`src/common/cursor_pkg.sv`:
```
package cursor_pkg;

        typedef logic [10:0] coord_t;

        // 4 bits per channel, r g b from the top
        typedef logic [11:0] rgb_t;

        typedef struct packed {
                logic left;
                logic right;
                logic middle;
        } button_set_t;

        typedef struct packed {
                coord_t      x;
                coord_t      y;
                button_set_t buttons;
        } cursor_state_t;

        localparam rgb_t RGB_IDLE   = 12'hfff;
        localparam rgb_t RGB_LEFT   = 12'hf00;
        localparam rgb_t RGB_RIGHT  = 12'h0f0;
        localparam rgb_t RGB_MIDDLE = 12'h00f;

endpackage

```
`src/common/ps2_pkg.sv`:
```
package ps2_pkg;

        // frame layout: start, eight data bits LSB first, odd parity, stop
        localparam int PS2_DATA_BITS = 8;

        typedef logic [7:0] ps2_byte_t;

        // position of the receiver inside the data bits of a frame
        typedef logic [3:0] ps2_bitcnt_t;

        // sign bit from byte 0 on top of the magnitude byte
        typedef logic signed [8:0] ps2_delta_t;

        typedef struct packed {
                logic       btn_left;
                logic       btn_right;
                logic       btn_middle;
                logic       x_ovf;
                logic       y_ovf;
                ps2_delta_t dx;
                ps2_delta_t dy;
        } mouse_packet_t;

endpackage

```
`src/hdl/button_tracker.sv`:
```
`timescale 1ns/10ps

module button_tracker import ps2_pkg::*, cursor_pkg::*; (
        input  logic          clk,
        input  logic          rstn,
        input  logic          pkt_valid,
        input  mouse_packet_t pkt,
        output button_set_t   buttons,
        output button_set_t   button_press
);

        button_set_t new_levels;

        always_comb begin
                new_levels.left   = pkt.btn_left;
                new_levels.right  = pkt.btn_right;
                new_levels.middle = pkt.btn_middle;
        end

        always_ff @(posedge clk or negedge rstn) begin
                if (!rstn) begin
                        buttons      <= '0;
                        button_press <= '0;
                end else if (pkt_valid) begin
                        buttons      <= new_levels;
                        // rising level only, one cycle
                        button_press <= new_levels & ~buttons;
                end else begin
                        button_press <= '0;
                end
        end

endmodule

```
`src/hdl/cursor_motion.sv`:
```
`timescale 1ns/10ps

module cursor_motion import ps2_pkg::*, cursor_pkg::*; #(
        parameter int SCREEN_W = 640,
        parameter int SCREEN_H = 480
) (
        input  logic          clk,
        input  logic          rstn,
        input  logic          pkt_valid,
        input  mouse_packet_t pkt,
        output coord_t        cursor_x,
        output coord_t        cursor_y
);

        // wide enough for coordinate plus or minus a full delta
        typedef logic signed [12:0] wide_t;

        localparam wide_t X_MAX = wide_t'(SCREEN_W - 1);
        localparam wide_t Y_MAX = wide_t'(SCREEN_H - 1);

        wide_t dx_eff;
        wide_t dy_eff;
        wide_t x_next;
        wide_t y_next;

        function automatic coord_t clamp(input wide_t value, input wide_t max_val);
                coord_t result;
                if (value < 0) begin
                        result = '0;
                end else if (value > max_val) begin
                        result = coord_t'(max_val);
                end else begin
                        result = coord_t'(value);
                end
                return result;
        endfunction

        always_comb begin
                // overflowed axis does not move
                dx_eff = pkt.x_ovf ? '0 : wide_t'({{4{pkt.dx[8]}}, pkt.dx});
                dy_eff = pkt.y_ovf ? '0 : wide_t'({{4{pkt.dy[8]}}, pkt.dy});
                x_next = $signed({2'b00, cursor_x}) + dx_eff;
                // mouse y is up, screen y is down
                y_next = $signed({2'b00, cursor_y}) - dy_eff;
        end

        always_ff @(posedge clk or negedge rstn) begin
                if (!rstn) begin
                        cursor_x <= coord_t'(SCREEN_W / 2);
                        cursor_y <= coord_t'(SCREEN_H / 2);
                end else if (pkt_valid) begin
                        cursor_x <= clamp(x_next, X_MAX);
                        cursor_y <= clamp(y_next, Y_MAX);
                end
        end

endmodule

```
`src/hdl/cursor_overlay.sv`:
```
`timescale 1ns/10ps

module cursor_overlay import cursor_pkg::*; #(
        parameter int SCREEN_W    = 640,
        parameter int SCREEN_H    = 480,
        parameter int CURSOR_SIZE = 8
) (
        input  logic          clk,
        input  logic          rstn,
        input  coord_t        pixel_x,
        input  coord_t        pixel_y,
        input  cursor_state_t cursor,
        output logic          cursor_hit,
        output rgb_t          cursor_rgb
);

        logic [11:0] x_end;
        logic [11:0] y_end;
        logic        in_x;
        logic        in_y;
        logic        on_screen;
        rgb_t        rgb_next;

        // one past the last cursor pixel, kept a bit wider than coord_t
        assign x_end = {1'b0, cursor.x} + 12'(CURSOR_SIZE);
        assign y_end = {1'b0, cursor.y} + 12'(CURSOR_SIZE);

        assign in_x      = (pixel_x >= cursor.x) && ({1'b0, pixel_x} < x_end);
        assign in_y      = (pixel_y >= cursor.y) && ({1'b0, pixel_y} < y_end);
        // square is cut at the screen edge
        assign on_screen = (pixel_x < coord_t'(SCREEN_W)) && (pixel_y < coord_t'(SCREEN_H));

        always_comb begin
                if (cursor.buttons.left) begin
                        rgb_next = RGB_LEFT;
                end else if (cursor.buttons.right) begin
                        rgb_next = RGB_RIGHT;
                end else if (cursor.buttons.middle) begin
                        rgb_next = RGB_MIDDLE;
                end else begin
                        rgb_next = RGB_IDLE;
                end
        end

        always_ff @(posedge clk or negedge rstn) begin
                if (!rstn) begin
                        cursor_hit <= 1'b0;
                end else begin
                        cursor_hit <= in_x & in_y & on_screen;
                end
        end

        always_ff @(posedge clk) begin
                cursor_rgb <= rgb_next;
        end

endmodule

```
`src/hdl/mouse_cursor_top.sv`:
```
`timescale 1ns/10ps

module mouse_cursor_top import ps2_pkg::*, cursor_pkg::*; #(
        parameter int SCREEN_W    = 640,
        parameter int SCREEN_H    = 480,
        parameter int CURSOR_SIZE = 8
) (
        input  logic        clk,
        input  logic        rstn,
        input  logic        enable,
        input  logic        ps2_clk,
        input  logic        ps2_data,
        input  coord_t      pixel_x,
        input  coord_t      pixel_y,
        output logic        packet_valid,
        output logic        frame_error,
        output coord_t      cursor_x,
        output coord_t      cursor_y,
        output button_set_t buttons,
        output button_set_t button_press,
        output logic        cursor_hit,
        output rgb_t        cursor_rgb
);

        logic          byte_valid;
        ps2_byte_t     rx_byte;
        mouse_packet_t pkt;
        cursor_state_t cursor;

        assign cursor = '{x: cursor_x, y: cursor_y, buttons: buttons};

        ps2_frame_rx u_frame_rx (
                .clk         (clk),
                .rstn        (rstn),
                .enable      (enable),
                .ps2_clk     (ps2_clk),
                .ps2_data    (ps2_data),
                .byte_valid  (byte_valid),
                .rx_byte     (rx_byte),
                .frame_error (frame_error)
        );

        ps2_packet_asm u_packet_asm (
                .clk         (clk),
                .rstn        (rstn),
                .byte_valid  (byte_valid),
                .frame_error (frame_error),
                .rx_byte     (rx_byte),
                .pkt_valid   (packet_valid),
                .pkt         (pkt)
        );

        cursor_motion #(
                .SCREEN_W (SCREEN_W),
                .SCREEN_H (SCREEN_H)
        ) u_motion (
                .clk       (clk),
                .rstn      (rstn),
                .pkt_valid (packet_valid),
                .pkt       (pkt),
                .cursor_x  (cursor_x),
                .cursor_y  (cursor_y)
        );

        button_tracker u_buttons (
                .clk          (clk),
                .rstn         (rstn),
                .pkt_valid    (packet_valid),
                .pkt          (pkt),
                .buttons      (buttons),
                .button_press (button_press)
        );

        cursor_overlay #(
                .SCREEN_W    (SCREEN_W),
                .SCREEN_H    (SCREEN_H),
                .CURSOR_SIZE (CURSOR_SIZE)
        ) u_overlay (
                .clk        (clk),
                .rstn       (rstn),
                .pixel_x    (pixel_x),
                .pixel_y    (pixel_y),
                .cursor     (cursor),
                .cursor_hit (cursor_hit),
                .cursor_rgb (cursor_rgb)
        );

endmodule

```
`src/ps2_rx/ps2_frame_rx.sv`:
```
`timescale 1ns/10ps

module ps2_frame_rx import ps2_pkg::*; (
        input  logic      clk,
        input  logic      rstn,
        input  logic      enable,
        input  logic      ps2_clk,
        input  logic      ps2_data,
        output logic      byte_valid,
        output ps2_byte_t rx_byte,
        output logic      frame_error
);

        typedef enum logic [1:0] {
                RX_IDLE,
                RX_DATA,
                RX_PARITY,
                RX_STOP
        } rx_state_e;

        localparam ps2_bitcnt_t BIT_LAST = ps2_bitcnt_t'(PS2_DATA_BITS - 1);

        rx_state_e   state;
        logic [1:0]  clk_sync;
        logic        clk_prev;
        logic        clk_fall;
        logic [2:0]  data_sync;
        logic        data_bit;
        ps2_bitcnt_t bit_cnt;
        ps2_byte_t   shift_reg;
        logic        parity_bit;
        logic        frame_ok;

        // both lines idle high; data gets a third stage to line up with clk_fall
        always_ff @(posedge clk or negedge rstn) begin
                if (!rstn) begin
                        clk_sync  <= 2'b11;
                        clk_prev  <= 1'b1;
                        clk_fall  <= 1'b0;
                        data_sync <= 3'b111;
                end else begin
                        clk_sync  <= {clk_sync[0], ps2_clk};
                        clk_prev  <= clk_sync[1];
                        clk_fall  <= clk_prev & ~clk_sync[1];
                        data_sync <= {data_sync[1:0], ps2_data};
                end
        end

        assign data_bit = data_sync[2];

        // odd parity over data plus parity bit, and stop must be high
        assign frame_ok = (^{shift_reg, parity_bit}) & data_bit;

        always_ff @(posedge clk or negedge rstn) begin
                if (!rstn) begin
                        state       <= RX_IDLE;
                        bit_cnt     <= '0;
                        byte_valid  <= 1'b0;
                        frame_error <= 1'b0;
                end else begin
                        byte_valid  <= 1'b0;
                        frame_error <= 1'b0;
                        if (!enable) begin
                                // partial frame is dropped
                                state <= RX_IDLE;
                        end else if (clk_fall) begin
                                case (state)
                                RX_IDLE: begin
                                        if (!data_bit) begin
                                                state   <= RX_DATA;
                                                bit_cnt <= '0;
                                        end
                                end
                                RX_DATA: begin
                                        bit_cnt <= bit_cnt + 1'b1;
                                        if (bit_cnt == BIT_LAST) begin
                                                state <= RX_PARITY;
                                        end
                                end
                                RX_PARITY: begin
                                        state <= RX_STOP;
                                end
                                RX_STOP: begin
                                        state       <= RX_IDLE;
                                        byte_valid  <= frame_ok;
                                        frame_error <= ~frame_ok;
                                end
                                default: begin
                                        state <= RX_IDLE;
                                end
                                endcase
                        end
                end
        end

        always_ff @(posedge clk) begin
                if (clk_fall) begin
                        if (state == RX_DATA) begin
                                shift_reg <= {data_bit, shift_reg[7:1]};
                        end
                        if (state == RX_PARITY) begin
                                parity_bit <= data_bit;
                        end
                end
                if (enable && clk_fall && state == RX_STOP) begin
                        rx_byte <= shift_reg;
                end
        end

endmodule

```
`src/ps2_rx/ps2_packet_asm.sv`:
```
`timescale 1ns/10ps

module ps2_packet_asm import ps2_pkg::*; (
        input  logic          clk,
        input  logic          rstn,
        input  logic          byte_valid,
        input  logic          frame_error,
        input  ps2_byte_t     rx_byte,
        output logic          pkt_valid,
        output mouse_packet_t pkt
);

        typedef enum logic [1:0] {
                ASM_BYTE0,
                ASM_BYTE1,
                ASM_BYTE2
        } asm_state_e;

        asm_state_e state;
        ps2_byte_t  head;
        ps2_byte_t  x_mag;

        always_ff @(posedge clk or negedge rstn) begin
                if (!rstn) begin
                        state     <= ASM_BYTE0;
                        pkt_valid <= 1'b0;
                end else begin
                        pkt_valid <= 1'b0;
                        if (frame_error) begin
                                state <= ASM_BYTE0;
                        end else if (byte_valid) begin
                                case (state)
                                ASM_BYTE0: begin
                                        // bit 3 is always one in a real first byte
                                        if (rx_byte[3]) begin
                                                state <= ASM_BYTE1;
                                        end
                                end
                                ASM_BYTE1: begin
                                        state <= ASM_BYTE2;
                                end
                                ASM_BYTE2: begin
                                        state     <= ASM_BYTE0;
                                        pkt_valid <= 1'b1;
                                end
                                default: begin
                                        state <= ASM_BYTE0;
                                end
                                endcase
                        end
                end
        end

        always_ff @(posedge clk) begin
                if (byte_valid) begin
                        case (state)
                        ASM_BYTE0: head <= rx_byte;
                        ASM_BYTE1: x_mag <= rx_byte;
                        ASM_BYTE2: begin
                                pkt <= '{btn_left:   head[0],
                                         btn_right:  head[1],
                                         btn_middle: head[2],
                                         x_ovf:      head[6],
                                         y_ovf:      head[7],
                                         dx:         {head[4], x_mag},
                                         dy:         {head[5], rx_byte}};
                        end
                        default: ;
                        endcase
                end
        end

endmodule

```
`config.mk`:
```
export PLATFORM = sky130hd
export DESIGN_NAME = mouse_cursor_top
export DESIGN_NICKNAME = d
export VERILOG_FILES = /design/src/common/cursor_pkg.sv /design/src/common/ps2_pkg.sv /design/src/hdl/button_tracker.sv /design/src/hdl/cursor_motion.sv /design/src/hdl/cursor_overlay.sv /design/src/hdl/mouse_cursor_top.sv /design/src/ps2_rx/ps2_frame_rx.sv /design/src/ps2_rx/ps2_packet_asm.sv
export SDC_FILE = /design/constraint.sdc
export NUM_CORES = 1
export LEC_CHECK = 0
export BUFFER_PORTS_ARGS = -buffer_cell sky130_fd_sc_hd__buf_2
export CAP_MARGIN = 20
export CORE_MARGIN = 5
export CORE_UTILIZATION = 59
export CTS_CLUSTER_DIAMETER = 150
export DETAILED_ROUTE_END_ITERATION = 8
export GPL_TIMING_DRIVEN = 1
export MAX_ROUTING_LAYER = met4
export PLACE_DENSITY = 0.85
export SYNTH_ARGS = -nofsm -noshare
export SYNTH_HDL_FRONTEND = slang
export SYNTH_HIERARCHICAL = 1
export SYNTH_SLANG_ARGS = --single-unit
```
`constraint.sdc`:
```
create_clock -name clk -period 4.32 [get_ports clk]
set_clock_uncertainty 0.15 [all_clocks]
set_input_delay 0.648 -clock clk [delete_from_list [all_inputs] [get_ports clk]]
set_output_delay 0.648 -clock clk [all_outputs]
set_load 0.02 [all_outputs]
```
# --- Yosys cells after proc, flatten, opt, wreduce, memory -nomap -nowiden ---
# Cells that the tools add are included.
classes:
  add_sub_neg: 5
  mul: 0
  div: 0
  order_cmp: 10
  eq_ne: 11
  n_shift: 0
  n_mux: 29
  n_bitwise: 8
  reduce_logical: 19
op_table:
  columns: ["cell", "count"]
  rows:
  - ["11-bit 2-to-1 mux", 4]
  - ["13-bit by 1-bit less-than comparator with 1-bit output (second input constant)", 2]
  - ["13-bit 2-to-1 mux", 2]
  - ["11-bit by 4-bit adder with 12-bit output (second input constant)", 2]
  - ["11-bit by 12-bit less-than comparator with 1-bit output", 2]
  - ["12-bit 2-to-1 mux", 2]
  - ["11-bit greater-or-equal comparator", 2]
  - ["2-bit 2-to-1 mux", 7]
  - ["12-bit by 13-bit adder with 13-bit output", 1]
  - ["13-bit by 10-bit greater-than comparator with 1-bit output (second input constant)", 1]
  - ["13-bit by 11-bit greater-than comparator with 1-bit output (second input constant)", 1]
  - ["12-bit by 13-bit subtractor with 13-bit output", 1]
  - ["2-bit AND reduction", 6]
  - ["11-bit by 10-bit less-than comparator with 1-bit output (second input constant)", 1]
  - ["11-bit by 9-bit less-than comparator with 1-bit output (second input constant)", 1]
  - ["1-bit 2-to-1 mux", 9]
  - ["9-bit XOR reduction", 1]
  - ["2-bit case mux with 4 select lines", 1]
  - ["4-bit case mux with 2 select lines", 1]
  - ["2-bit equality test (second input constant)", 3]
  - ["3-bit inequality test (second input constant)", 2]
  - ["1-bit logical AND", 5]
  - ["4-bit by 1-bit adder with 4-bit output (second input constant)", 1]
  - ["1-bit bitwise AND", 4]
  - ["other kinds (16)", 20]
totals:
  reg_bits: 115
  latchBits: 0
  ram_bits: 0
  rom_bits: 0
  inputBits: 27
  elab_cells: 115
  memories: 0

# --- Logic depth before layout (Yosys ltp) ---
depth:
  word_depth: 6
  depth_mapped: 12
  mapped_depth_nobuf: 12

# --- Modules after synthesis ---
# The synthesis kept the hierarchy.
by_module_without_submodules:
  columns: ["mod", "n_inst", "cells_each", "area_each_um2", "seq_area_each_um2"]
  rows:
  - ["cursor_motion", 1, 248, 2202.1, 558.0]
  - ["cursor_overlay", 1, 172, 1315.0, 85.1]
  - ["ps2_packet_asm", 1, 51, 1286.2, 1216.2]
  - ["ps2_frame_rx", 1, 76, 1252.5, 893.4]
  - ["button_tracker", 1, 12, 214.0, 150.1]

# --- Worst setup path after synthesis ---
# Ideal clock, no wire load.
synth_timing:
  kind: "register -> register"
  start: "register, netlist name u_packet_asm/pkt[18]"
  end: "register u_motion.cursor_y[2]"
  setup_ns: 0.150
  t_arrival_ns: 2.730
  required_ns: 4.020
  setup_slack_ns: 1.290
  stages_incl_launch_ff: 10
  n_path_buf: 0
  period_less_slack_ns: 3.030
  path_cell_list: "edfxtp_1 > nand2b_1 > ha_1 > a21oi_1 > o21ai_2 > or2_2 > or2_0 > a211o_1 > a2111oi_4 > a22oi_1"
synth_via:
  elab_chain_len: 5
synth_rtl:
  columns: ["element", "line", "source"]
  rows:
  - ["13-bit 2-to-1 mux (*)", "cursor_motion.sv:41", "dy_eff = pkt.y_ovf ? '0 : wide_t'({{4{pkt.dy[8]}}, pkt.dy});"]
  - ["12-bit by 13-bit subtractor with 13-bit output (*)", "cursor_motion.sv:44", "y_next = $signed({2'b00, cursor_y}) - dy_eff;"]
  - ["13-bit by 10-bit greater-than comparator with 1-bit output", "cursor_motion.sv:30", "end else if (value > max_val) begin"]
  - ["11-bit 2-to-1 mux", "cursor_motion.sv:30", null]
  - ["11-bit 2-to-1 mux (*)", "cursor_motion.sv:28", "if (value < 0) begin"]
  - ["to (signal assigned)", "cursor_motion.sv:50", "cursor_y <= coord_t'(SCREEN_H / 2);"]
  - ["to (signal assigned)", "cursor_motion.sv:53", "cursor_y <= clamp(y_next, Y_MAX);"]
  - ["to (decl)", "cursor_motion.sv:12", "output coord_t cursor_y"]
# Every way passes the cells marked *; elsewhere a longest branch is shown, timed or not.
# A chain may end at the register's enable or synchronous reset.

# --- Final worst setup path ---
layout_timing:
  start: "register, netlist name u_packet_asm/pkt[18]"
  end: "register u_motion.cursor_y[1]"
layout_via:
  elab_chain_len: 5
layout_rtl:
  columns: ["element", "line"]
  rows:
  - ["13-bit 2-to-1 mux (*)", "cursor_motion.sv:41"]
  - ["12-bit by 13-bit subtractor with 13-bit output (*)", "cursor_motion.sv:44"]
  - ["13-bit by 10-bit greater-than comparator with 1-bit output", "cursor_motion.sv:30"]
  - ["11-bit 2-to-1 mux", "cursor_motion.sv:30"]
  - ["11-bit 2-to-1 mux (*)", "cursor_motion.sv:28"]
# Marks and branches as above.

==> metrics.md <==
| Metric | Value |
|---|---|
| Outcome | `completed` |
| Sequential power share | `between 60% and 70%` |
| Sequential element share of the synthesized area | `46.30%` |
| DIE WIDTH | `113.1 um` |
| Met2 Use GR | `34.99%` |
| Max-Cap Viols | `0` |
| Setup tns final | `0 ns` |
| Initial Util | `between 60% and 70%` |
| Flop and latch count out of synthesis | `roughly 110` |
| Largest net degree at the start of global routing | `48` |
| Slew @ Worst Pin | `0.6450 ns` |
| Master cell of the clock root buffer | `clkbuf_8` |
| Synth Net Count | `654` |
| Net Sw Power | `just under 400 uW` |
| Final setup fails | `0` |
| RSZ-0062 raised after global routing | `false` |
| Switching Share | `22.12%` |
| Drc violations | `0` |
| Die Y | `113.1 um` |
| Largest registers | `u_packet_asm/pkt (23), u_motion/cursor_x (11), u_motion/cursor_y (11)` |
| HPWL after DPL | `just over 9000 um` |
| First-pass detailed-route iteration total | `5` |
| CTS tree | `yes` |
| Arr. time, crit path | `3.42 ns` |
| Critical Path RT | `approximately 4.4 ns` |
| Post-Syn Instances | `559` |
| DR iter-0 viols | `263` |
| Die area | `12,790 um2` |
| Avg WL per Cell | `15.77 um` |
| Most frequent cells in the layout | `69 x buf_2, 66 x ha_1, 55 x edfxtp_1` |
| Cell leakage power | `0.002954 uW` |
| Hold_buf cts | `0` |
| Drt total wl | `around 12,000 um` |
| Reg with most FFs | `u_packet_asm/pkt` |
| CP max FO | `9` |
| Number of synthesized flops with an enable pin | `55` |
| Crit path capture type | `flop` |
| P&R area growth vs syn | `10.52%` |
| H-tree levels | `3` |
| Fmax | `0.2992 GHz` |
| Vias per cell | `5.831` |
| Post-route ant nets | `0` |
| Core Box Area | `10,320 um2` |
| Crit path cell chain | `nand2b_1, ha_1, a21oi_1, o21ai_2, or2_2, or2_0, a211o_1, a2111oi_4, a22oi_1` |
| Worst path slowest cell | `a2111oi_4` |
| Post-synthesis async set-or-reset flop share | `44.76%` |
| Netlist cell types | `72` |
| Ant diodes | `0` |
| Routability cong. | `0.8801` |
| Most used DFF post-synth | `edfxtp_1` |
| FP Rows | `37` |
| Slew margin rel. | `56.91%` |
| PwrDens | `between 200 and 300 nW/um2` |
| I/O pin count | `70` |
| Commonest non-fill, non-tap cell in the layout | `buf_2` |
| Clk pwr share | `34.6%` |
| Met1 Usage GRT | `24.46%` |
| Initial antenna violation count | `0` |
| DP Area | `6700 um2` |
| Via Count | `4,472` |
| Clk_lat worst skew | `0.36 ns` |
| Grt met3 use | `2.299%` |
| Setup bufs post-CTS | `0` |
| Vias in the first global route | `4,473` |
| HP Class | `input port to async pin` |
| Fraction of layout cells with a size suffix above 1 | `19.02%` |
| Max-slew violation count | `0` |
| Final Hold Vio Count | `0` |
| Maximum buffer depth of the clock tree | `2` |
| CTS Buf Count | `9` |
| Gate power share | `under 10%` |
| Setup crit start kind | `flop` |
| Max reg flops | `23` |
| Yosys warning count | `6` |
| Synthesized area | `6270 um2` |
| Post-route clock period utilization | `between 70 and 80%` |
| Syn_area_per_cell | `roughly 11 um2` |
| Port Buf Inserts | `69` |
| First-pass GRT wire length | `20,560 um` |
| CTS clk-pin slew, worst paths | `0.10 ns` |
| Cell-internal power | `1372 uW` |
| Clock Sinks | `roughly 110` |
| Busiest grt layer | `met2` |
| Peak VDD IR | `204.3 uV` |
| All-Layer GR Usage | `20.36%` |
| Tmin final | `3.342 ns` |
| Post-CTS sizing | `0` |
| Post-route cell area | `between 6000 and 7000 um2` |
| Fin nets | `721` |
| CP Class | `flop to flop` |
| Overflow after GRT | `0` |
| Crit-path max cell delay | `0.55 ns` |
[metrics by stage]
step	setup slack, ns	total power [uW]	hold WS, ns	util [%]	std cells
2_1_floorplan	1.290	1130	0.1952	-	559
3_3_place_gp	1.132	1163	0.1993	64.90	749
3_5_place_dp	1.010	1170	0.1976	64.90	749
4_1_cts	0.9918	1780	0.2038	66.88	765
5_1_grt	0.7846	1845	0.1176	67.12	767
6_report	0.9776	1762	0.09107	67.12	767
[cell families after synthesis]
group,count (synthesis),synth area share (%)
adders and majority gates,68,13.81
DFF,105,46.30
xor gates and xnor gates,35,5.328
and+or+nand+nor,152,13.63
AOI/OAI and AO/OA,126,15.03
muxes,9,1.497
buffers and inverters,64,4.410
[layer usage]
layer,part of all wire (%),vias up
met5,0,-
met4,2.1,0
met3,4.5,21
met2,50,108
met1,43,2156
li1,-,2187
[power by group through the flow]
| stage | sequential, uW | combinational (uW) | clock [uW] |
|---|---|---|---|
| 6_report | 1060 | 90.7 | 610 |
| 4_1_cts | 1060 | 88.6 | 631 |
| 2_1_floorplan | 1080 | 49.0 | 0 |
| 3_5_place_dp | 1080 | 87.7 | 0 |
| 5_1_grt | 1060 | 103 | 680 |
| 3_3_place_gp | 1080 | 80.8 | 0 |
[layout make-up]
type                            count  area [um2]
Fill cell                         762        3395
Multi-Input combinational cell    390        3090
Sequential cell                   105        2903
Timing Repair Buffer               73       385.4
Inverter                           47       176.4
Tap cell                          136       170.2
Clock buffer                       10       127.6
Clock inverter                      6       76.32
[worst max-delay path, delay by kind of cell (launching register included)]
family	cells	cell delay, ns
flip-flops	1	0.48
AND/OR/NAND/NOR	3	0.79
AO/OA/AOI/OAI	5	1.38
adder cells (fa/ha/maj)	1	0.40
[cell usage after synthesis (all sizes together) (7+ instances only)]
cell | n | area (um2)
ha | 66 | 825.8
edfxtp | 55 | 1652
inv | 47 | 176.4
dfrtp | 35 | 875.8
a21oi | 32 | 167.7
nand2 | 29 | 108.9
xnor2 | 26 | 227.7
nor2 | 22 | 82.58
nor2b | 18 | 120.1
nand2b | 16 | 100.1
nand3 | 16 | 80.08
o21ai | 14 | 73.82
buf | 12 | 81.32
dfstp | 12 | 315.3
a21o | 10 | 75.07
nand4 | 9 | 56.30
a211oi | 7 | 57.55
and2 | 7 | 43.79
o221a | 7 | 78.83
xor2 | 7 | 61.31
[worst paths after layout]
| check | startpoint | end | slack, ns | cells past startpoint |
|---|---|---|---|---|
| max reg2reg | u_packet_asm/pkt[18] | u_motion/cursor_y[1] | 0.98 | 9 |
| min | rstn | u_buttons/buttons[2] | 0.09 | 1 |
| min reg2reg | u_frame_rx/data_sync[0] | u_frame_rx/data_sync[1] | 0.21 | 0 |
| min in group clk | u_frame_rx/data_sync[0] | u_frame_rx/data_sync[1] | 0.21 | 0 |
| max in group asynchronous | rstn | u_motion/cursor_y[4] | 3.33 | 2 |
| max | u_packet_asm/pkt[18] | u_motion/cursor_y[1] | 0.98 | 9 |
Power figures use the tool's default switching activity.
